$ cat config.mk
export PLATFORM = sky130hd
export DESIGN_NAME = exec_cluster_top
export DESIGN_NICKNAME = d
export VERILOG_FILES = /design/src/tomasulo_pkg.sv /design/src/exec_cluster_top.sv /design/src/cdb_issue.sv /design/src/ls_mem.sv /design/src/div_unit.sv /design/src/mult_pipe.sv /design/src/int_alu.sv
export SDC_FILE = /design/constraint.sdc
export NUM_CORES = 2
export LEC_CHECK = 0
export BUFFER_PORTS_ARGS = -buffer_cell sky130_fd_sc_hd__buf_2
export CORE_MARGIN = 2
export CORE_UTILIZATION = 55
export CTS_BUF_LIST = sky130_fd_sc_hd__clkbuf_8
export CTS_CLUSTER_DIAMETER = 80
export DETAILED_ROUTE_END_ITERATION = 7
export GPL_TIMING_DRIVEN = 1
export PLACE_DENSITY = 0.81
export SYNTH_ARGS = -nofsm -noshare
export SYNTH_HDL_FRONTEND = slang
export SYNTH_SLANG_ARGS = --single-unit
$ cat constraint.sdc
create_clock -name clk -period 17 [get_ports clk]
set_input_delay 1.7 -clock clk [delete_from_list [all_inputs] [get_ports clk]]
set_output_delay 1.7 -clock clk [all_outputs]
set_load 0.01 [all_outputs]
$ cat src/tomasulo_pkg.sv
package tomasulo_pkg;

   typedef logic [31:0] word_t;
   typedef logic [5:0]  tag_t;
   typedef logic [3:0]  int_op_t;

   // integer opcodes
   localparam int_op_t OP_ADD = 4'h0;
   localparam int_op_t OP_SUB = 4'h1;
   localparam int_op_t OP_AND = 4'h2;
   localparam int_op_t OP_OR  = 4'h3;
   localparam int_op_t OP_XOR = 4'h4;
   localparam int_op_t OP_SLT = 4'h5;
   localparam int_op_t OP_BEQ = 4'h6;
   localparam int_op_t OP_BNE = 4'h7;

   // 8 radix-16 iterations plus the result cycle
   localparam int DIV_LAT = 9;

   // longest latency sets the reservation depth
   localparam int SLOT_DEPTH = DIV_LAT;

   typedef enum logic [1:0] {
      DIV_IDLE,
      DIV_RUN,
      DIV_DONE
   } div_state_t;

endpackage
$ cat src/exec_cluster_top.sv
`timescale 1ns/100ps

module exec_cluster_top #(
   parameter int MULT_LAT  = 4,
   parameter int MEM_WORDS = 64
) (
   input  logic                  clk,
   input  logic                  rst_n,
   input  logic                  int_ready,
   input  tomasulo_pkg::int_op_t int_op,
   input  tomasulo_pkg::word_t   int_rs,
   input  tomasulo_pkg::word_t   int_rt,
   input  tomasulo_pkg::tag_t    int_tag,
   input  logic                  mult_ready,
   input  tomasulo_pkg::word_t   mult_rs,
   input  tomasulo_pkg::word_t   mult_rt,
   input  tomasulo_pkg::tag_t    mult_tag,
   input  logic                  div_ready,
   input  tomasulo_pkg::word_t   div_rs,
   input  tomasulo_pkg::word_t   div_rt,
   input  tomasulo_pkg::tag_t    div_tag,
   input  logic                  ls_ready,
   input  logic                  ls_store,
   input  tomasulo_pkg::word_t   ls_addr,
   input  tomasulo_pkg::word_t   ls_data,
   input  tomasulo_pkg::tag_t    ls_tag,
   output logic                  int_done,
   output logic                  mult_done,
   output logic                  div_done,
   output logic                  ls_done,
   output logic                  cdb_valid,
   output tomasulo_pkg::word_t   cdb_data,
   output tomasulo_pkg::tag_t    cdb_tag,
   output logic                  cdb_branch,
   output logic                  cdb_branch_taken,
   output logic                  int_carry,
   output logic                  int_overflow
);

   tomasulo_pkg::word_t int_result;
   tomasulo_pkg::tag_t  int_res_tag;
   logic                int_branch;
   logic                int_taken;
   tomasulo_pkg::word_t mult_result;
   tomasulo_pkg::tag_t  mult_res_tag;
   logic                div_busy;
   tomasulo_pkg::word_t div_result;
   tomasulo_pkg::tag_t  div_res_tag;
   tomasulo_pkg::word_t ls_result;
   tomasulo_pkg::tag_t  ls_res_tag;

   cdb_issue #(.MULT_LAT(MULT_LAT)) issue0 (
      .clk              (clk),
      .rst_n            (rst_n),
      .int_ready        (int_ready),
      .mult_ready       (mult_ready),
      .div_ready        (div_ready),
      .ls_ready         (ls_ready),
      .ls_store         (ls_store),
      .div_busy         (div_busy),
      .int_result       (int_result),
      .int_res_tag      (int_res_tag),
      .int_branch       (int_branch),
      .int_taken        (int_taken),
      .mult_result      (mult_result),
      .mult_res_tag     (mult_res_tag),
      .div_result       (div_result),
      .div_res_tag      (div_res_tag),
      .ls_result        (ls_result),
      .ls_res_tag       (ls_res_tag),
      .int_done         (int_done),
      .mult_done        (mult_done),
      .div_done         (div_done),
      .ls_done          (ls_done),
      .cdb_valid        (cdb_valid),
      .cdb_data         (cdb_data),
      .cdb_tag          (cdb_tag),
      .cdb_branch       (cdb_branch),
      .cdb_branch_taken (cdb_branch_taken)
   );

   // units start on the done pulse of their queue
   int_alu alu0 (
      .clk      (clk),
      .rst_n    (rst_n),
      .start    (int_done),
      .op       (int_op),
      .rs       (int_rs),
      .rt       (int_rt),
      .tag      (int_tag),
      .result   (int_result),
      .res_tag  (int_res_tag),
      .carry    (int_carry),
      .overflow (int_overflow),
      .branch   (int_branch),
      .taken    (int_taken)
   );

   mult_pipe #(.MULT_LAT(MULT_LAT)) mult0 (
      .clk     (clk),
      .start   (mult_done),
      .rs      (mult_rs),
      .rt      (mult_rt),
      .tag     (mult_tag),
      .result  (mult_result),
      .res_tag (mult_res_tag)
   );

   div_unit div0 (
      .clk     (clk),
      .rst_n   (rst_n),
      .start   (div_done),
      .rs      (div_rs),
      .rt      (div_rt),
      .tag     (div_tag),
      .busy    (div_busy),
      .result  (div_result),
      .res_tag (div_res_tag)
   );

   ls_mem #(.MEM_WORDS(MEM_WORDS)) mem0 (
      .clk     (clk),
      .start   (ls_done),
      .store   (ls_store),
      .addr    (ls_addr),
      .wdata   (ls_data),
      .tag     (ls_tag),
      .rdata   (ls_result),
      .res_tag (ls_res_tag)
   );

endmodule

$ cat src/cdb_issue.sv
`timescale 1ns/100ps

module cdb_issue #(
   parameter int MULT_LAT = 4
) (
   input  logic                clk,
   input  logic                rst_n,
   input  logic                int_ready,
   input  logic                mult_ready,
   input  logic                div_ready,
   input  logic                ls_ready,
   input  logic                ls_store,
   input  logic                div_busy,
   input  tomasulo_pkg::word_t int_result,
   input  tomasulo_pkg::tag_t  int_res_tag,
   input  logic                int_branch,
   input  logic                int_taken,
   input  tomasulo_pkg::word_t mult_result,
   input  tomasulo_pkg::tag_t  mult_res_tag,
   input  tomasulo_pkg::word_t div_result,
   input  tomasulo_pkg::tag_t  div_res_tag,
   input  tomasulo_pkg::word_t ls_result,
   input  tomasulo_pkg::tag_t  ls_res_tag,
   output logic                int_done,
   output logic                mult_done,
   output logic                div_done,
   output logic                ls_done,
   output logic                cdb_valid,
   output tomasulo_pkg::word_t cdb_data,
   output tomasulo_pkg::tag_t  cdb_tag,
   output logic                cdb_branch,
   output logic                cdb_branch_taken
);

   localparam int DEPTH  = tomasulo_pkg::SLOT_DEPTH;
   localparam int U_INT  = 0;
   localparam int U_MULT = 1;
   localparam int U_DIV  = 2;
   localparam int U_LS   = 3;

   // one-hot owner per future slot, entry k is the cycle k+1 ahead
   logic [DEPTH-1:0][3:0] own_q;
   logic [DEPTH-1:0][3:0] own_nxt;
   logic [DEPTH-1:0]      resv;
   logic [3:0]            cur_own;
   logic                  cur_store;
   logic                  prio_ls_q;
   logic                  slot0_free;
   logic                  contend;

   // reservation vector is the or of the owner records
   always_comb begin
      for (int k = 0; k < DEPTH; k++) begin
         resv[k] = |own_q[k];
      end
   end

   assign slot0_free = ~resv[0];
   assign contend    = int_ready & ls_ready & slot0_free;

   assign int_done  = int_ready & slot0_free & (~ls_ready | ~prio_ls_q);
   assign ls_done   = ls_ready & slot0_free & (~int_ready | prio_ls_q);
   assign mult_done = mult_ready & ~resv[MULT_LAT-1];
   assign div_done  = div_ready & ~div_busy & ~resv[tomasulo_pkg::DIV_LAT-1];

   always_comb begin
      own_nxt = own_q;
      own_nxt[0][U_INT] |= int_done;
      own_nxt[0][U_LS]  |= ls_done;
      own_nxt[MULT_LAT-1][U_MULT] |= mult_done;
      own_nxt[tomasulo_pkg::DIV_LAT-1][U_DIV] |= div_done;
   end

   always_ff @(posedge clk) begin
      if (!rst_n) begin
         own_q     <= '0;
         cur_own   <= '0;
         cur_store <= 1'b0;
         prio_ls_q <= 1'b0;
      end else begin
         own_q     <= {4'b0000, own_nxt[DEPTH-1:1]};
         cur_own   <= own_nxt[0];
         cur_store <= ls_done & ls_store;
         // alternate int and ls after each tie
         prio_ls_q <= prio_ls_q ^ contend;
      end
   end

   always_comb begin
      cdb_valid        = 1'b0;
      cdb_data         = '0;
      cdb_tag          = '0;
      cdb_branch       = 1'b0;
      cdb_branch_taken = 1'b0;
      if (cur_own[U_INT]) begin
         cdb_data         = int_result;
         cdb_tag          = int_res_tag;
         cdb_valid        = ~int_branch;
         cdb_branch       = int_branch;
         cdb_branch_taken = int_taken;
      end else if (cur_own[U_MULT]) begin
         cdb_data  = mult_result;
         cdb_tag   = mult_res_tag;
         cdb_valid = 1'b1;
      end else if (cur_own[U_DIV]) begin
         cdb_data  = div_result;
         cdb_tag   = div_res_tag;
         cdb_valid = 1'b1;
      end else if (cur_own[U_LS]) begin
         // store keeps its slot but stays off the bus
         cdb_data  = ls_result;
         cdb_tag   = ls_res_tag;
         cdb_valid = ~cur_store;
      end
   end

   a_one_owner: assert property (@(posedge clk) disable iff (!rst_n) $onehot0(cur_own));

endmodule

$ cat src/ls_mem.sv
`timescale 1ns/100ps

module ls_mem #(
   parameter int MEM_WORDS = 64
) (
   input  logic                clk,
   input  logic                start,
   input  logic                store,
   input  tomasulo_pkg::word_t addr,
   input  tomasulo_pkg::word_t wdata,
   input  tomasulo_pkg::tag_t  tag,
   output tomasulo_pkg::word_t rdata,
   output tomasulo_pkg::tag_t  res_tag
);

   localparam int IDX_W = $clog2(MEM_WORDS);

   tomasulo_pkg::word_t mem [MEM_WORDS];
   logic [IDX_W-1:0]    idx;

   // byte address to word index, wraps at MEM_WORDS
   assign idx = addr[IDX_W+1:2];

   initial begin
      for (int i = 0; i < MEM_WORDS; i++) begin
         mem[i] = '0;
      end
   end

   always_ff @(posedge clk) begin
      if (start) begin
         if (store) begin
            mem[idx] <= wdata;
         end else begin
            rdata   <= mem[idx];
            res_tag <= tag;
         end
      end
   end

   // word accesses only
   a_aligned: assert property (@(posedge clk) start |-> addr[1:0] == 2'b00);

endmodule

$ cat src/div_unit.sv
`timescale 1ns/100ps

module div_unit (
   input  logic                clk,
   input  logic                rst_n,
   input  logic                start,
   input  tomasulo_pkg::word_t rs,
   input  tomasulo_pkg::word_t rt,
   input  tomasulo_pkg::tag_t  tag,
   output logic                busy,
   output tomasulo_pkg::word_t result,
   output tomasulo_pkg::tag_t  res_tag
);

   tomasulo_pkg::div_state_t state_q;
   logic [2:0]               iter_q;
   tomasulo_pkg::word_t      quo_q;
   tomasulo_pkg::word_t      rem_q;
   tomasulo_pkg::word_t      dvs_q;
   tomasulo_pkg::tag_t       tag_q;
   tomasulo_pkg::word_t      quo_d;
   tomasulo_pkg::word_t      rem_d;
   logic [32:0]              trial;
   logic [32:0]              diff;

   // four restoring steps per cycle
   always_comb begin
      quo_d = quo_q;
      rem_d = rem_q;
      trial = '0;
      diff  = '0;
      for (int i = 0; i < 4; i++) begin
         trial = {rem_d, quo_d[31]};
         diff  = trial - {1'b0, dvs_q};
         // negative difference restores the remainder
         quo_d = {quo_d[30:0], ~diff[32]};
         rem_d = diff[32] ? trial[31:0] : diff[31:0];
      end
   end

   always_ff @(posedge clk) begin
      if (!rst_n) begin
         state_q <= tomasulo_pkg::DIV_IDLE;
         iter_q  <= '0;
      end else begin
         case (state_q)
            tomasulo_pkg::DIV_IDLE: begin
               if (start) begin
                  state_q <= tomasulo_pkg::DIV_RUN;
                  iter_q  <= '0;
               end
            end
            tomasulo_pkg::DIV_RUN: begin
               iter_q <= iter_q + 3'd1;
               if (iter_q == 3'd7) begin
                  state_q <= tomasulo_pkg::DIV_DONE;
               end
            end
            default: state_q <= tomasulo_pkg::DIV_IDLE;
         endcase
      end
   end

   // zero divisor falls out as all ones
   always_ff @(posedge clk) begin
      if (state_q == tomasulo_pkg::DIV_IDLE && start) begin
         quo_q <= rs;
         rem_q <= '0;
         dvs_q <= rt;
         tag_q <= tag;
      end else if (state_q == tomasulo_pkg::DIV_RUN) begin
         quo_q <= quo_d;
         rem_q <= rem_d;
      end
   end

   assign busy    = (state_q != tomasulo_pkg::DIV_IDLE);
   assign result  = quo_q;
   assign res_tag = tag_q;

   // issue unit must hold divides while busy
   a_no_start_busy: assert property (@(posedge clk) disable iff (!rst_n) start |-> !busy);

endmodule

$ cat src/mult_pipe.sv
`timescale 1ns/100ps

module mult_pipe #(
   parameter int MULT_LAT = 4
) (
   input  logic                clk,
   input  logic                start,
   input  tomasulo_pkg::word_t rs,
   input  tomasulo_pkg::word_t rt,
   input  tomasulo_pkg::tag_t  tag,
   output tomasulo_pkg::word_t result,
   output tomasulo_pkg::tag_t  res_tag
);

   tomasulo_pkg::word_t prod_q [MULT_LAT];
   tomasulo_pkg::tag_t  tag_q  [MULT_LAT];
   tomasulo_pkg::word_t prod_d;

   // low half of the unsigned product
   assign prod_d = rs * rt;

   // first stage only loads on an accepted operation
   always_ff @(posedge clk) begin
      if (start) begin
         prod_q[0] <= prod_d;
         tag_q[0]  <= tag;
      end
   end

   // remaining stages shift every cycle so products overlap
   always_ff @(posedge clk) begin
      for (int i = 1; i < MULT_LAT; i++) begin
         prod_q[i] <= prod_q[i-1];
         tag_q[i]  <= tag_q[i-1];
      end
   end

   assign result  = prod_q[MULT_LAT-1];
   assign res_tag = tag_q[MULT_LAT-1];

endmodule

$ cat src/int_alu.sv
`timescale 1ns/100ps

module int_alu (
   input  logic                  clk,
   input  logic                  rst_n,
   input  logic                  start,
   input  tomasulo_pkg::int_op_t op,
   input  tomasulo_pkg::word_t   rs,
   input  tomasulo_pkg::word_t   rt,
   input  tomasulo_pkg::tag_t    tag,
   output tomasulo_pkg::word_t   result,
   output tomasulo_pkg::tag_t    res_tag,
   output logic                  carry,
   output logic                  overflow,
   output logic                  branch,
   output logic                  taken
);

   logic                is_sub;
   logic                is_arith;
   logic                is_br;
   tomasulo_pkg::word_t rt_eff;
   logic [32:0]         sum;
   tomasulo_pkg::word_t res_d;

   assign is_sub   = (op == tomasulo_pkg::OP_SUB);
   assign is_arith = is_sub | (op == tomasulo_pkg::OP_ADD);
   assign is_br    = (op == tomasulo_pkg::OP_BEQ) | (op == tomasulo_pkg::OP_BNE);

   // subtract as rs + ~rt + 1
   assign rt_eff = is_sub ? ~rt : rt;
   assign sum    = {1'b0, rs} + {1'b0, rt_eff} + {32'd0, is_sub};

   always_comb begin
      case (op)
         tomasulo_pkg::OP_ADD, tomasulo_pkg::OP_SUB: res_d = sum[31:0];
         tomasulo_pkg::OP_AND: res_d = rs & rt;
         tomasulo_pkg::OP_OR:  res_d = rs | rt;
         tomasulo_pkg::OP_XOR: res_d = rs ^ rt;
         tomasulo_pkg::OP_SLT: res_d = 32'($signed(rs) < $signed(rt));
         default:              res_d = '0;
      endcase
   end

   always_ff @(posedge clk) begin
      if (!rst_n) begin
         carry    <= 1'b0;
         overflow <= 1'b0;
         branch   <= 1'b0;
         taken    <= 1'b0;
      end else if (start) begin
         carry    <= is_arith & sum[32];
         // operands of equal sign, result of the other
         overflow <= is_arith & (rs[31] == rt_eff[31]) & (sum[31] != rs[31]);
         branch   <= is_br;
         taken    <= is_br & ((op == tomasulo_pkg::OP_BNE) ? (rs != rt) : (rs == rt));
      end
   end

   always_ff @(posedge clk) begin
      if (start) begin
         result  <= res_d;
         res_tag <= tag;
      end
   end

endmodule

==> impl_metrics.ini <==
[clock_tree]
hold_buffers = 0
numCtsBuffers = 369
clk_pin_slew_ps = 70
post_cts_resized = 0
clk_latency_ps = 1100
cts.sinks = 2404
htree_num_levels = 5
postCtsSetupBuffers = 0
cts_tree = built
clk_path_buf_depth = 4
root_buffer = clkbuf_8

[outcome]
outcome = finished, violations left
failed_checks = design-rule violations

[floorplanning]
die_w_um = 455
fp.coreArea_um2 = 202000
pin_count = 338
fp-row-count = 165
initial_core_util = 0.553
die-area_um2 = 207000
dieHeight_um = 455

[setup_path]
cp.arrival_ps = 16150
cp-start-kind = register
crit_path_frequent_cell = o21ai_1
path_max_fanout = 18
worst_ep_required_time_ps = 17890
cp_slowest_cell = xnor2_2
endpoint_kind = register
r2r-start = div0.dvs_q[1]$_DFFE_PP_
max_stage_delay_ps = 690
critPathKind = reg2reg
worstSetupStartpoint = div0.dvs_q[1]$_DFFE_PP_

[synth]
synth-seq-area-share = 0.631
synthArstFlopShare = 0
netlist-cell-type-count = 78
synth_flop_cell = edfxtp_1
yosys_warnings = 0
syn-cell-area_um2 = 112000
syn_inst = 8121
syn_area_per_cell_um2 = 13.8
synth_edf_count = 2232
synth_nets = 9205
ys_ff_latch = 2404

[timing]
hold_viol = 0
fin_ws_ps = 1730
drv_slew = 0
maxSlewHeadroom = 0.130
rsz0062_at_grt = no
setup_viol = 0
max_freq_mhz = 65.5
final.setup.tns_ps = 0
post-route-period-util = 0.898
tightest_slew_ps = 1300
skew_ps = 90.5
min_period_ps = 15270

[routing]
antenna_left = 0
drc = 4
vias = 74200
wl_per_cell_um = 27.6
wl_um = 317000
drt-pass1-iter-count = 8
drt_iter0_drc = 10200
via_per_inst = 6.46

[placement]
io_buffers = 311
post-dp-hpwl_um = 192000
placed_area_um2 = 117000
post-place-ws_ps = 1770
gp_congestion = 0.922

[job]
maxCapViolations = 0

[min_path]
min_path_type = reg2reg
hp-start = mult0.prod_q[2][18]$_DFF_P_

[final_layout]
fill_cells = 14100
final_area_um2 = 124000
fin_util = 0.611
area_growth_pct = 10.6
final_layout_size_suffix_gt1_frac = 0.117
nets = 9593
seq_area_um2 = 70500
multiInputGateArea_um2 = 37700

[global_routing]
grt_overflow = 0
grt_max_degree = 128
track_usage = 0.303
grt_pass1_vias = 74000
grt_pass1_wl_um = 464000
grt_antenna_before_repair = 49
cell usage in the layout, fill, tap and decap left out, drive strengths merged, types with 207 or more instances in the layout:
cell type	n
buf	464
o21ai	220
nand2	639
clkbuf	383
ha	380
fa	413
inv	788
nor2	274
a221oi	233
a22oi	652
edfxtp	2232
a21oi	273
a31oi	207
logic make-up (layout without fill, tap and decap cells):
logic type               Yosys count  count (layout)  share of synthesized area
buffers and inverters           1113            1779                     0.0377
multiplexers                      35              35                    0.00328
AND/OR/NAND/NOR                 1487            1487                     0.0619
adder cells (fa/ha/maj)          793             793                      0.117
XOR/XNOR                         254             254                     0.0201
other                              0              33                          0
flip-flops                      2404            2404                      0.631
AO/OA/AOI/OAI                   2035            2035                      0.130
flip-flops by register name, summed over array words and instances, names as in the netlist:
register          flops
issue0.cur_store      1
alu0.result          32
issue0.cur_own        4
mem0.rdata           32
issue0.prio_ls_q      1
alu0.branch           1
alu0.overflow         1
mult0.tag_q          24
alu0.res_tag          6
issue0.own_nxt       11
mem0.mem           2048
div0.iter_q           3
div0.result          32
div0.dvs_q           32
div0.state_q          2
mult0.prod_q        128
mem0.res_tag          6
alu0.taken            1
div0.res_tag          6
alu0.carry            1
div0.rem_q           32
per-layer routing:
metal  part of all wire  vias up  GRT usage  wire length (µm)
li1                   -    31200          -                 -
met1               0.35    36500      0.393            110000
met2               0.46     5472      0.472            146000
met3               0.12     1053     0.0695             39600
met4              0.064       22      0.169             20400
met5            0.00045        -          0               143
path summary, 6_finish.rpt:
| kind | end | slack [ps] | cells after the start |
|---|---|---|---|
| worst max register to register | div0.rem_q[19]$_SDFFE_PP0P_ | 1730 | 53 |
| worst max-delay path | div0.rem_q[19]$_SDFFE_PP0P_ | 1730 | 53 |
| worst min register to register | mult0.prod_q[3][18]$_DFF_P_ | 290 | 0 |
| worst min-delay path | mult0.prod_q[3][18]$_DFF_P_ | 290 | 0 |
Yosys cell counts, types with 6 or more instances:
library cell | n | area, µm²
a211o_1 | 7 | 61.3
a211oi_1 | 16 | 120
a21o_1 | 64 | 480
a21oi_1 | 273 | 1370
a221o_1 | 8 | 80.1
a221oi_1 | 233 | 2040
a22o_1 | 206 | 1800
a22oi_1 | 652 | 4890
a31oi_1 | 207 | 1290
and2_1 | 206 | 1290
and3_1 | 24 | 150
buf_1 | 80 | 300
buf_2 | 6 | 30.0
clkbuf_1 | 357 | 1340
dfxtp_1 | 172 | 3440
edfxtp_1 | 2232 | 67000
fa_1 | 413 | 8270
ha_1 | 380 | 4750
inv_1 | 664 | 2490
mux2_2 | 9 | 101
mux2i_1 | 25 | 250
nand2_1 | 639 | 2400
nand2b_1 | 42 | 263
nand3_1 | 90 | 450
nand4_1 | 66 | 413
nor2_1 | 274 | 1030
nor2b_1 | 29 | 181
nor3_1 | 30 | 150
nor4_1 | 41 | 257
o211ai_1 | 11 | 82.6
o21a_1 | 26 | 195
o21ai_0 | 182 | 911
o21ai_1 | 38 | 190
o21bai_1 | 33 | 248
o311ai_1 | 11 | 96.3
o31a_1 | 8 | 70.1
o31ai_1 | 10 | 75.1
or2_2 | 7 | 43.8
or3_1 | 12 | 75.1
or4_1 | 6 | 45.0
xnor2_1 | 180 | 1580
xor2_1 | 73 | 639
cell type report:
cell class | instances | area share
Clock inverter | 266 | 0.0116
Clock buffer | 383 | 0.0427
Sequential cell | 2404 | 0.571
Tap cell | 2672 | 0.0271
Timing Repair Buffer | 464 | 0.0223
Inverter | 666 | 0.0202
Antenna cell | 33 | 0.000669
Multi-Input combinational cell | 4604 | 0.305
worst max-delay path: cells and delay by family, from the launching register on:
family                   cells  cell delay [ps]
adder cells (fa/ha/maj)      4             1470
buffers and inverters        3              540
AO/OA/AOI/OAI               32             9130
XOR/XNOR                     3             1400
flip-flops                   1              480
multiplexers                 2              670
AND/OR/NAND/NOR              9             1350
stage by stage:
stage                     std cells  hold WS [ps]
after floorplan                8121           310
after global placement        10800           311
after detailed placement      10800           312
after CTS                     11500           309
after global routing          11500           314
final                         11500           292
Power is not shown: default switching activity piles up to over one toggle a cycle in this logic, so the estimate is an artifact.
